File: src/logic/olCtrlPkg.sv
`default_nettype none

package olCtrlPkg;

    // Address generator: wait, sweep thirty taps, hold done
    typedef enum logic [1:0] {
        aguIdle,
        aguSweep,
        aguHold
    } aguStateT;

    // Layer sequencer, one pass through issue/wait/ack per neuron
    typedef enum logic [1:0] {
        seqIdle,
        seqIssue,
        seqWait,
        seqAck
    } seqStateT;

endpackage

`default_nettype wire

File: src/logic/nnTypesPkg.sv
`default_nettype none

package nnTypesPkg;

    //////////////////////////////
    // Layer dimensions and widths
    //////////////////////////////
    localparam int NUM_TAPS    = 30;
    localparam int NUM_NEURONS = 10;
    localparam int DATA_W      = 8;
    localparam int ACC_W       = 24;
    localparam int W_ADDR_W    = 9;
    localparam int TAP_W       = 5;
    localparam int NEURON_W    = 4;

    // External load strobes
    typedef struct packed {
        logic                     en;
        logic [W_ADDR_W-1:0]      addr;
        logic signed [DATA_W-1:0] data;
    } weightWrT;

    typedef struct packed {
        logic                     en;
        logic [TAP_W-1:0]         idx;
        logic signed [DATA_W-1:0] data;
    } pixelWrT;

    // One read tap from the address generator
    typedef struct packed {
        logic                valid;
        logic                first;
        logic                last;
        logic [W_ADDR_W-1:0] wAddr;
        logic [TAP_W-1:0]    tapIdx;
    } tapT;

    // Tap after both memory reads
    typedef struct packed {
        logic                     valid;
        logic                     first;
        logic                     last;
        logic signed [DATA_W-1:0] weight;
        logic signed [DATA_W-1:0] pixel;
    } tapDataT;

    typedef struct packed {
        logic                    valid;
        logic [NEURON_W-1:0]     idx;
        logic signed [ACC_W-1:0] value;
    } neuronScoreT;

endpackage

`default_nettype wire
File: src/logic/outLayerTop.sv
`timescale 1ns/1ps
`default_nettype none

module outLayerTop import nnTypesPkg::*; (
    input  wire logic                Clk,
    input  wire logic                rstN,
    input  weightWrT                 weightWr,
    input  pixelWrT                  pixelWr,
    input  wire logic                start,
    output logic                     busy,
    output logic                     done,
    output neuronScoreT              score,
    output logic [NEURON_W-1:0]      classIdx,
    output logic signed [ACC_W-1:0]  classScore
);

    logic                     aguReq;
    logic                     aguAck;
    logic                     aguDone;
    logic                     runStart;
    logic [NEURON_W-1:0]      neuronIdx;
    tapT                      tap;
    tapT                      tapDly;
    logic signed [DATA_W-1:0] weight;
    logic signed [DATA_W-1:0] pixel;
    tapDataT                  tapData;
    neuronScoreT              macScore;

    //////////////////////////////
    // Tap generation and fetch
    //////////////////////////////
    outLayerAgu uAgu (
        .Clk       (Clk),
        .rstN      (rstN),
        .aguReq    (aguReq),
        .neuronIdx (neuronIdx),
        .aguAck    (aguAck),
        .tap       (tap),
        .aguDone   (aguDone)
    );

    weightMem uWeightMem (
        .Clk      (Clk),
        .weightWr (weightWr),
        .tap      (tap),
        .weight   (weight),
        .tapOut   (tapDly)
    );

    pixelBuf uPixelBuf (
        .Clk     (Clk),
        .pixelWr (pixelWr),
        .tap     (tap),
        .pixel   (pixel)
    );

    // Both reads land in the same cycle
    assign tapData = '{
        valid:  tapDly.valid,
        first:  tapDly.first,
        last:   tapDly.last,
        weight: weight,
        pixel:  pixel
    };

    //////////////////////////////
    // Datapath and control
    //////////////////////////////
    macUnit uMac (
        .Clk      (Clk),
        .rstN     (rstN),
        .tapData  (tapData),
        .macScore (macScore)
    );

    layerSeq uSeq (
        .Clk       (Clk),
        .rstN      (rstN),
        .start     (start),
        .aguDone   (aguDone),
        .macScore  (macScore),
        .aguReq    (aguReq),
        .neuronIdx (neuronIdx),
        .aguAck    (aguAck),
        .runStart  (runStart),
        .score     (score),
        .busy      (busy),
        .done      (done)
    );

    argmaxSel uArgmax (
        .Clk        (Clk),
        .rstN       (rstN),
        .runStart   (runStart),
        .score      (score),
        .classIdx   (classIdx),
        .classScore (classScore)
    );

endmodule

`default_nettype wire

File: src/logic/layerSeq.sv
`timescale 1ns/1ps
`default_nettype none

module layerSeq import nnTypesPkg::*, olCtrlPkg::*; (
    input  wire logic           Clk,
    input  wire logic           rstN,
    input  wire logic           start,
    input  wire logic           aguDone,
    input  neuronScoreT         macScore,
    output logic                aguReq,
    output logic [NEURON_W-1:0] neuronIdx,
    output logic                aguAck,
    output logic                runStart,
    output neuronScoreT         score,
    output logic                busy,
    output logic                done
);

    seqStateT state;
    logic     lastNeuron;

    assign lastNeuron = (neuronIdx == NEURON_W'(NUM_NEURONS - 1));

    assign aguReq = (state == seqIssue);
    // Sweep ends at least two cycles before the score shows up
    assign aguAck = (state == seqAck) && aguDone;

    // Stamp the score with the neuron being worked on
    always_comb begin
        score       = macScore;
        score.valid = macScore.valid && (state == seqWait);
        score.idx   = neuronIdx;
    end

    always_ff @(posedge Clk) begin
        if (!rstN) begin
            state     <= seqIdle;
            neuronIdx <= '0;
            runStart  <= 1'b0;
            busy      <= 1'b0;
            done      <= 1'b0;
        end else begin
            runStart <= 1'b0;
            done     <= 1'b0;
            case (state)
                seqIdle: begin
                    if (start) begin
                        state     <= seqIssue;
                        neuronIdx <= '0;
                        runStart  <= 1'b1;
                        busy      <= 1'b1;
                    end
                end

                seqIssue: begin
                    state <= seqWait;
                end

                seqWait: begin
                    if (score.valid) begin
                        state <= seqAck;
                        done  <= lastNeuron;
                    end
                end

                seqAck: begin
                    if (aguDone) begin
                        if (lastNeuron) begin
                            state <= seqIdle;
                            busy  <= 1'b0;
                        end else begin
                            state     <= seqIssue;
                            neuronIdx <= neuronIdx + 1'b1;
                        end
                    end
                end

                default: begin
                    state <= seqIdle;
                end
            endcase
        end
    end

endmodule

`default_nettype wire

File: src/logic/argmaxSel.sv
`timescale 1ns/1ps
`default_nettype none

module argmaxSel import nnTypesPkg::*; (
    input  wire logic                Clk,
    input  wire logic                rstN,
    input  wire logic                runStart,
    input  neuronScoreT              score,
    output logic [NEURON_W-1:0]      classIdx,
    output logic signed [ACC_W-1:0]  classScore
);

    // Set once the run has seen its first score
    logic haveMax;
    logic takeNew;

    // Strict compare, equal scores keep the earlier neuron
    assign takeNew = score.valid && (!haveMax || (score.value > classScore));

    always_ff @(posedge Clk) begin
        if (!rstN) begin
            haveMax    <= 1'b0;
            classIdx   <= '0;
            classScore <= '0;
        end else if (runStart) begin
            haveMax <= 1'b0;
        end else if (takeNew) begin
            haveMax    <= 1'b1;
            classIdx   <= score.idx;
            classScore <= score.value;
        end
    end

endmodule

`default_nettype wire

File: src/logic/macUnit.sv
`timescale 1ns/1ps
`default_nettype none

module macUnit import nnTypesPkg::*; (
    input  wire logic Clk,
    input  wire logic rstN,
    input  tapDataT   tapData,
    output neuronScoreT macScore
);

    logic                       prodValid;
    logic                       prodFirst;
    logic                       prodLast;
    logic signed [2*DATA_W-1:0] prod;
    logic signed [ACC_W-1:0]    acc;
    logic                       scoreValid;

    // Stage 1, product register
    always_ff @(posedge Clk) begin
        if (!rstN) begin
            prodValid <= 1'b0;
            prodFirst <= 1'b0;
            prodLast  <= 1'b0;
        end else begin
            prodValid <= tapData.valid;
            prodFirst <= tapData.first;
            prodLast  <= tapData.last;
        end
        prod <= tapData.weight * tapData.pixel;
    end

    // Stage 2, accumulate
    always_ff @(posedge Clk) begin
        if (!rstN) begin
            scoreValid <= 1'b0;
        end else begin
            scoreValid <= prodValid && prodLast;
        end
        if (prodValid) begin
            // First tap reloads, so the next neuron can follow directly
            acc <= prodFirst ? ACC_W'(prod) : acc + ACC_W'(prod);
        end
    end

    assign macScore.valid = scoreValid;
    assign macScore.idx   = '0;
    assign macScore.value = acc;

endmodule

`default_nettype wire

File: src/logic/pixelBuf.sv
`timescale 1ns/1ps
`default_nettype none

module pixelBuf import nnTypesPkg::*; (
    input  wire logic                Clk,
    input  pixelWrT                  pixelWr,
    input  tapT                      tap,
    output logic signed [DATA_W-1:0] pixel
);

    logic signed [DATA_W-1:0] pixRegs [NUM_TAPS];

    // Indices past the last pixel are dropped
    always_ff @(posedge Clk) begin
        if (pixelWr.en && (pixelWr.idx < TAP_W'(NUM_TAPS))) begin
            pixRegs[pixelWr.idx] <= pixelWr.data;
        end
    end

    // Same pixel set is shared by every neuron
    always_ff @(posedge Clk) begin
        pixel <= pixRegs[tap.tapIdx];
    end

endmodule

`default_nettype wire

File: src/logic/weightMem.sv
`timescale 1ns/1ps
`default_nettype none

module weightMem import nnTypesPkg::*; (
    input  wire logic                Clk,
    input  weightWrT                 weightWr,
    input  tapT                      tap,
    output logic signed [DATA_W-1:0] weight,
    output tapT                      tapOut
);

    // Ten rows of thirty weights, row per neuron
    logic signed [DATA_W-1:0] mem [NUM_TAPS*NUM_NEURONS];

    //////////////////////////////
    // Load port
    //////////////////////////////
    always_ff @(posedge Clk) begin
        if (weightWr.en && (weightWr.addr < W_ADDR_W'(NUM_TAPS * NUM_NEURONS))) begin
            mem[weightWr.addr] <= weightWr.data;
        end
    end

    //////////////////////////////
    // Tap read
    //////////////////////////////
    always_ff @(posedge Clk) begin
        weight <= mem[tap.wAddr];
        // Flags ride along with the read data
        tapOut <= tap;
    end

endmodule

`default_nettype wire

File: src/logic/outLayerAgu.sv
`timescale 1ns/1ps
`default_nettype none

module outLayerAgu import nnTypesPkg::*, olCtrlPkg::*; (
    input  wire logic                Clk,
    input  wire logic                rstN,
    input  wire logic                aguReq,
    input  wire logic [NEURON_W-1:0] neuronIdx,
    input  wire logic                aguAck,
    output tapT                      tap,
    output logic                     aguDone
);

    aguStateT state;

    always_ff @(posedge Clk) begin
        if (!rstN) begin
            state   <= aguIdle;
            tap     <= '0;
            aguDone <= 1'b0;
        end else begin
            case (state)
                aguIdle: begin
                    if (aguReq) begin
                        state      <= aguSweep;
                        tap.valid  <= 1'b1;
                        tap.first  <= 1'b1;
                        tap.last   <= 1'b0;
                        tap.tapIdx <= '0;
                        // Base of this neuron's weight row
                        tap.wAddr  <= W_ADDR_W'(neuronIdx) * W_ADDR_W'(NUM_TAPS);
                    end
                end

                aguSweep: begin
                    if (tap.last) begin
                        state     <= aguHold;
                        tap.valid <= 1'b0;
                        tap.first <= 1'b0;
                        tap.last  <= 1'b0;
                        aguDone   <= 1'b1;
                    end else begin
                        tap.first  <= 1'b0;
                        // Flag the final tap one cycle ahead
                        tap.last   <= (tap.tapIdx == TAP_W'(NUM_TAPS - 2));
                        tap.tapIdx <= tap.tapIdx + 1'b1;
                        tap.wAddr  <= tap.wAddr + 1'b1;
                    end
                end

                aguHold: begin
                    if (aguAck) begin
                        state   <= aguIdle;
                        aguDone <= 1'b0;
                    end
                end

                default: begin
                    state <= aguIdle;
                end
            endcase
        end
    end

endmodule

`default_nettype wire

File: config.mk
export PLATFORM = sky130hd
export DESIGN_NAME = outLayerTop
export DESIGN_NICKNAME = d
export VERILOG_FILES = /design/src/logic/olCtrlPkg.sv /design/src/logic/nnTypesPkg.sv /design/src/logic/outLayerTop.sv /design/src/logic/layerSeq.sv /design/src/logic/argmaxSel.sv /design/src/logic/macUnit.sv /design/src/logic/pixelBuf.sv /design/src/logic/weightMem.sv /design/src/logic/outLayerAgu.sv
export SDC_FILE = /design/constraint.sdc
export NUM_CORES = 2
export LEC_CHECK = 0
export BUFFER_PORTS_ARGS = -buffer_cell sky130_fd_sc_hd__buf_2
export CAP_MARGIN = 10
export CORE_UTILIZATION = 40
export DETAILED_ROUTE_END_ITERATION = 8
export PLACE_DENSITY_LB_ADDON = 0.3
export SLEW_MARGIN = 20
export SYNTH_ARGS = -nofsm -noshare
export SYNTH_HDL_FRONTEND = slang
export SYNTH_SLANG_ARGS = --single-unit
File: constraint.sdc
create_clock -name Clk -period 5.7 [get_ports Clk]
set_clock_uncertainty 0.1 [all_clocks]
set_input_delay 0.855 -clock Clk [delete_from_list [all_inputs] [get_ports Clk]]
set_output_delay 0.855 -clock Clk [all_outputs]
set_load 0.01 [all_outputs]
### Yosys cells after proc, flatten, opt, wreduce, memory -nomap -nowiden

Memories as Yosys holds them, arrays and structs flattened. A register that Yosys moved wholly into a read port is not among the register bits.
Cells that the tools add are included.

* logic and storage cells: 109
* bits in writable memories: 2640
* flip-flop bits (word level): 105
* memories kept: 2

* $mul: 2
* add/sub/neg operators: 4
* order comparisons: 3
* reductions and logical operators: 25
* mux-type cells: 31
* bitwise logic cells: 2
* eq/ne operators: 16

Memories
* uWeightMem.mem: depth 300, width 8, rd ports 1, clocked after memory_dff 1, write ports 1, line weightMem.sv:13 `logic signed [DATA_W-1:0] mem [NUM_TAPS*NUM_NEURONS];`
* uPixelBuf.pixRegs: depth 30, width 8, rd ports 1, clocked after memory_dff 1, write ports 1, line pixelBuf.sv:11 `logic signed [DATA_W-1:0] pixRegs [NUM_TAPS];`

Operators by type and width (number)
* 17-bit one-hot mux with 2 select lines: 1
* 24-bit by 16-bit adder with 24-bit output: 1
* 24-bit > comparator: 1
* 24-bit two-way mux: 1
* 3-bit AND reduction: 6
* 17-bit two-way mux: 1
* 8-bit by 8-bit multiplier with 16-bit output: 1
* 14-bit two-way mux: 1
* 1-bit two-way mux: 13
* 2-bit two-way mux: 6
* 4-bit two-way mux: 3
* 2-bit inequality test, second input constant: 6
* 9-bit by 1-bit adder with 9-bit output, second input constant: 1
* 9-bit < comparator, second input constant: 1
* 4-bit by 4-bit multiplier with 8-bit output, second input constant: 1
* 2-bit one-hot mux with 4 select lines: 1
* 4-bit one-hot mux with 2 select lines: 1
* 4-bit AND reduction: 2
* 2-bit == test, second input constant: 3
* 1-bit logical AND: 6
* 2-bit by 1-bit inequality test with 1-bit output, second input constant: 3
* 2-bit one-hot mux with 3 select lines: 1
* 2-bit AND reduction: 3
* 2-bit nonzero test: 3
* other kinds (12): 16

### Longest topological paths before layout

* depth in word-level cells: 4
* depth in mapped cells: 18
* depth with buffers taken out: 18

### By module

From an unflattened synthesis, not the netlist that was laid out.

* cell total of the unflattened synthesis: 5724
* area total of the unflattened synthesis: 112621.8 um2

Modules (own cells, without submodules)
* weightMem: cells an instance 4158, area each 93517.2 um2, seq. area each 72569.6 um2, times used 1
* pixelBuf: cells an instance 502, area each 9725.6 um2, seq. area each 7367.1 um2, times used 1
* macUnit: cells an instance 586, area each 5277.6 um2, seq. area each 1121.1 um2, times used 1
* argmaxSel: cells an instance 217, area each 1825.5 um2, seq. area each 580.6 um2, times used 1
* outLayerAgu: cells an instance 172, area each 1462.7 um2, seq. area each 400.4 um2, times used 1
* layerSeq: cells an instance 89, area each 813.3 um2, seq. area each 180.2 um2, times used 1

### Worst setup path after synthesis

Ideal clock, no wire load.

* kind: reg2reg
* from: reg uPixelBuf.pixel[2] (read register of uPixelBuf.pixRegs)
* to: reg uMac.prod[14]
* arrival: 3.910 ns
* cell stages (with the launch flop): 18
* clock period less this slack: 4.131 ns
* setup slack: 1.569 ns
* cell sequence: dfxtp_1 > and2_1 > fa_1 > inv_1 > fa_1 > inv_1 > fa_1 > inv_1 > fa_1 > inv_1 > ha_1 > o21ai_0 > a21boi_0 > o21ai_0 > a21oi_1 > o21ai_0 > mux2i_1 > nand2_1

* word-level cells in the longest chain between the ends: 1

RTL lines
* from (decl): line pixelBuf.sv:8 `output logic signed [DATA_W-1:0] pixel`
* 8-bit by 8-bit multiplier with 16-bit output: line macUnit.sv:29 `prod <= tapData.weight * tapData.pixel;`
* to (signal assigned): line macUnit.sv:29
* to (decl): line macUnit.sv:14 `logic signed [2*DATA_W-1:0] prod;`

Every way passes these cells.
A chain may end at the register's enable or synchronous reset.

==> results.sh <==
export IMPL_clk_path_buf_depth=4
export IMPL_drtIter0Drc=6626
export IMPL_avgRoutedWirePerCell_um=30.0
export IMPL_setup_viol_count_final=0
export IMPL_synth_cell_area_um2=112000
export IMPL_worst_r2r_startpoint="uAgu.tap[5]"
export IMPL_global_route_wire_length_before_repair_um=428000
export IMPL_syn_mean_instance_area_um2=19.3
export IMPL_postCtsResizedCells=0
export IMPL_place_worst_setup_slack_ns=1.22
export IMPL_synthFlopType="sky130_fd_sc_hd__edfxtp_1"
export IMPL_initial_antenna_violation_count=10
export IMPL_areaGrowthSynthToFinish_pct=12.9
export IMPL_critical_path_endpoint="uWeightMem.weight[1]"
export IMPL_peakVddDrop_v=0.000915
export IMPL_globalRouteOverflowTotal=0
export IMPL_number_of_enable_flip_flop_cells_after_synthesis=2664
export IMPL_timing_critical_path_from_type="flip-flop"
export IMPL_synth_async_reset_ratio_pct=0
export IMPL_ff2ff_setup_slack_ns=0.96
export IMPL_tritoncts="built"
export IMPL_pin_count=94
export IMPL_final_setup_slack_of_the_worst_path_ns=0.962
export IMPL_leakage_uw=0.0391
export IMPL_fillers=23300
export IMPL_initial_core_util_pct=40.3
export IMPL_drc_errors=0
export IMPL_synth_adder_area_share_pct=2.17
export IMPL_finalCriticalPeriod_ns=4.74
export IMPL_synthMuxAreaShare_pct=15.1
export IMPL_via_per_inst=5.78
export IMPL_result_of_the_run="complete, no violations"
export IMPL_post_cts_hold_buffer_count=0
export IMPL_grt_setup_unrepaired="no"
export IMPL_timing_critical_path_arrival_ns=5.30
export IMPL_drt_wirelength_um=299000
export IMPL_synth_xor_xnor_area_share_pct=0.345
export IMPL_synth_top_family_by_area="multiplexers"
export IMPL_first_global_vias=57500
export IMPL_worst_endpoint_required_ns=6.27
export IMPL_power_density_nw_per_um2=464
export IMPL_slew_headroom_pct=22.2
export IMPL_via_count=57600
export IMPL_grt_total_usage_pct=21.1
export IMPL_worst_r2r_path_depth=9
export IMPL_timing_critical_path_from="uAgu.tap[5]"
export IMPL_totalPowerFinal_uw=58500
export IMPL_core_um2=277000
export IMPL_total_nets_after_synthesis=5983
export IMPL_r2r_end="uWeightMem.weight[1]"
export IMPL_min_delay_path_class="in -> reg"
export IMPL_die_h_um=530
export IMPL_final_number_of_max_transition_violations=0
export IMPL_netlist_top_cells_count="sky130_fd_sc_hd__edfxtp_1 (2664), sky130_fd_sc_hd__mux4_2 (629), sky130_fd_sc_hd__nor2_1 (425)"
export IMPL_share_of_the_synthesized_area_in_compound_gates_ao_oa_aoi_oai_pct=3.22
export IMPL_yosysSeqAreaShare_pct=73.4
export IMPL_worstMarginPinSlew_ns=1.16
export IMPL_synth_cells=5791
export IMPL_postSynthRegisterBits=2761
export IMPL_final_hold_violation_count=0
export IMPL_synthMostInstantiatedCell="sky130_fd_sc_hd__edfxtp_1"
export IMPL_buffer_ports_inserted=93
export IMPL_die_area_um2=281000
export IMPL_synth_top_cells_by_area="sky130_fd_sc_hd__edfxtp_1 (72%), sky130_fd_sc_hd__mux4_2 (13%), sky130_fd_sc_hd__mux2i_1 (1.9%)"
export IMPL_fin_crit_sh_pct=83.1
export IMPL_antenna_left=0
export IMPL_cap_violations=0
export IMPL_numCtsBuffers=291
export IMPL_setup_worst_path_end_class="flip-flop"
export IMPL_clock_sinks=2761
export IMPL_final_hpwl_from_detailed_placement_um=181000
export IMPL_drt_pass1_iterations=6
export IMPL_cts_setup_buffers=0
export IMPL_yosysWarningCount=0
export IMPL_drive_above_1_share_pct=22.1
export IMPL_clock_latency_ns=0.90
export IMPL_cts_reportedPaths_clkPinSlew_ns=0.06
export IMPL_holdWs_ns=0.224
export IMPL_yosys_area_share_simple_pct=3.76
export IMPL_gp_congestion=0.863
export IMPL_ys_types=76
export IMPL_die_width_um=530
export IMPL_cts_root_buffer_cell="sky130_fd_sc_hd__clkbuf_16"
export IMPL_ctsHtreeMaxLevel=5
export IMPL_maximum_achievable_frequency_mhz=211
export IMPL_setup_tns_final_ns=0
export IMPL_design_final_nets=6233
export IMPL_synthDominantCellAreaShare_pct=71.7
export IMPL_grt_start_max_net_pins=158
export IMPL_critical_path_peak_fanout=27
export IMPL_row_count=193
export IMPL_synth_top_cell_by_area="sky130_fd_sc_hd__edfxtp_1"
export IMPL_critPathKind="reg -> reg"
sequential cells by signal, summed over array words and instances (netlist names), 2 cells and up:
name and count:
uMac.acc 24, uMac.prod 16, uAgu.tap 17, uSeq.neuronIdx 4, uArgmax.classIdx 4, uSeq.state 2
uArgmax.classScore 24, uWeightMem.mem 2400, uWeightMem.tapOut 3, uPixelBuf.pixel 8, uPixelBuf.pixRegs 240, uWeightMem.weight 8
uAgu.state 2
layout make-up:
type                            count  area [um^2]  area share, %
Tap cell                         3705         4640           3.68
Multi-Input combinational cell   2573        27600           21.9
Antenna cell                        5         12.5        0.00993
Timing Repair Buffer              270         2310           1.83
Clock buffer                      353         7600           6.03
Sequential cell                  2761        82000           65.0
Inverter                          144          542          0.430
Clock inverter                    158         1410           1.12
critical path, cell delays in order, from the launching register on:
cell,delay (ns)
sky130_fd_sc_hd__dfxtp_4,1.03
sky130_fd_sc_hd__buf_4,0.36
sky130_fd_sc_hd__buf_4,0.53
sky130_fd_sc_hd__mux4_2,0.60
sky130_fd_sc_hd__mux2_2,0.28
sky130_fd_sc_hd__nand3_1,0.11
sky130_fd_sc_hd__o311ai_0,0.21
sky130_fd_sc_hd__a211oi_1,0.60
sky130_fd_sc_hd__o311ai_0,0.32
sky130_fd_sc_hd__and3_1,0.34
kinds of logic after synthesis:
group,count (synthesis)
muxes,888
AOI/OAI and AO/OA,540
adders and majority gates,157
and+or+nand+nor,944
xor gates and xnor gates,44
DFF,2761
buffers and inverters,457
routing by layer:
| layer | share of wire, % | track usage [%] |
|---|---|---|
| met1 | 41 | 29.9 |
| met2 | 47 | 33.1 |
| met3 | 8.6 | 4.12 |
| met4 | 3.0 | 6.43 |
| met5 | 0.0043 | 0 |
cell usage in the layout (no fill, tap or decap), types with 47 or more instances in the layout:
| cell type | instances |
|---|---|
| sky130_fd_sc_hd__o21ai_0 | 106 |
| sky130_fd_sc_hd__clkbuf_16 | 294 |
| sky130_fd_sc_hd__clkinv_2 | 51 |
| sky130_fd_sc_hd__a21oi_1 | 115 |
| sky130_fd_sc_hd__nor2_1 | 422 |
| sky130_fd_sc_hd__mux4_2 | 629 |
| sky130_fd_sc_hd__buf_4 | 143 |
| sky130_fd_sc_hd__ha_1 | 96 |
| sky130_fd_sc_hd__buf_2 | 84 |
| sky130_fd_sc_hd__a22oi_1 | 51 |
| sky130_fd_sc_hd__clkbuf_1 | 57 |
| sky130_fd_sc_hd__nand2_1 | 230 |
| sky130_fd_sc_hd__nand3_1 | 48 |
| sky130_fd_sc_hd__clkinv_1 | 59 |
| sky130_fd_sc_hd__nor2b_1 | 47 |
| sky130_fd_sc_hd__edfxtp_1 | 2664 |
| sky130_fd_sc_hd__dfxtp_1 | 88 |
| sky130_fd_sc_hd__and2_1 | 55 |
| sky130_fd_sc_hd__mux2i_1 | 217 |
| sky130_fd_sc_hd__inv_1 | 142 |
| sky130_fd_sc_hd__fa_1 | 61 |
stage by stage:
stage                     instance area, um^2  util, %  std cells
after floorplan                        112000        -       5791
after global routing                   126000     45.5       9965
after global placement                 117000     42.2       9450
after CTS                              126000     45.5       9961
final                                  126000     45.5       9969
after detailed placement               117000     42.2       9450
worst min-delay path by stage:
stage | slack, ns | depth (start not counted) | from | endpoint
4_1_cts | 0.17 | 2 | start | uSeq.runStart
3_5_place_dp | 0.24 | 0 | uAgu.tap[15] | uWeightMem.tapOut[15]
3_3_place_gp | 0.24 | 0 | uAgu.tap[16] | uWeightMem.tapOut[16]
6_report | 0.22 | 2 | start | uSeq.runStart
2_1_floorplan | 0.23 | 0 | uAgu.tap[15] | uWeightMem.tapOut[15]
5_1_grt | 0.20 | 2 | start | uSeq.runStart
where the power goes:
group | switching (uW) | total, uW | internal (uW)
logic | 9640 | 16900 | 7220
clock network | 7890 | 18300 | 10400
registers | 598 | 23300 | 22700
total | 18100 | 58500 | 40400
(Power assumes the default switching activity.)
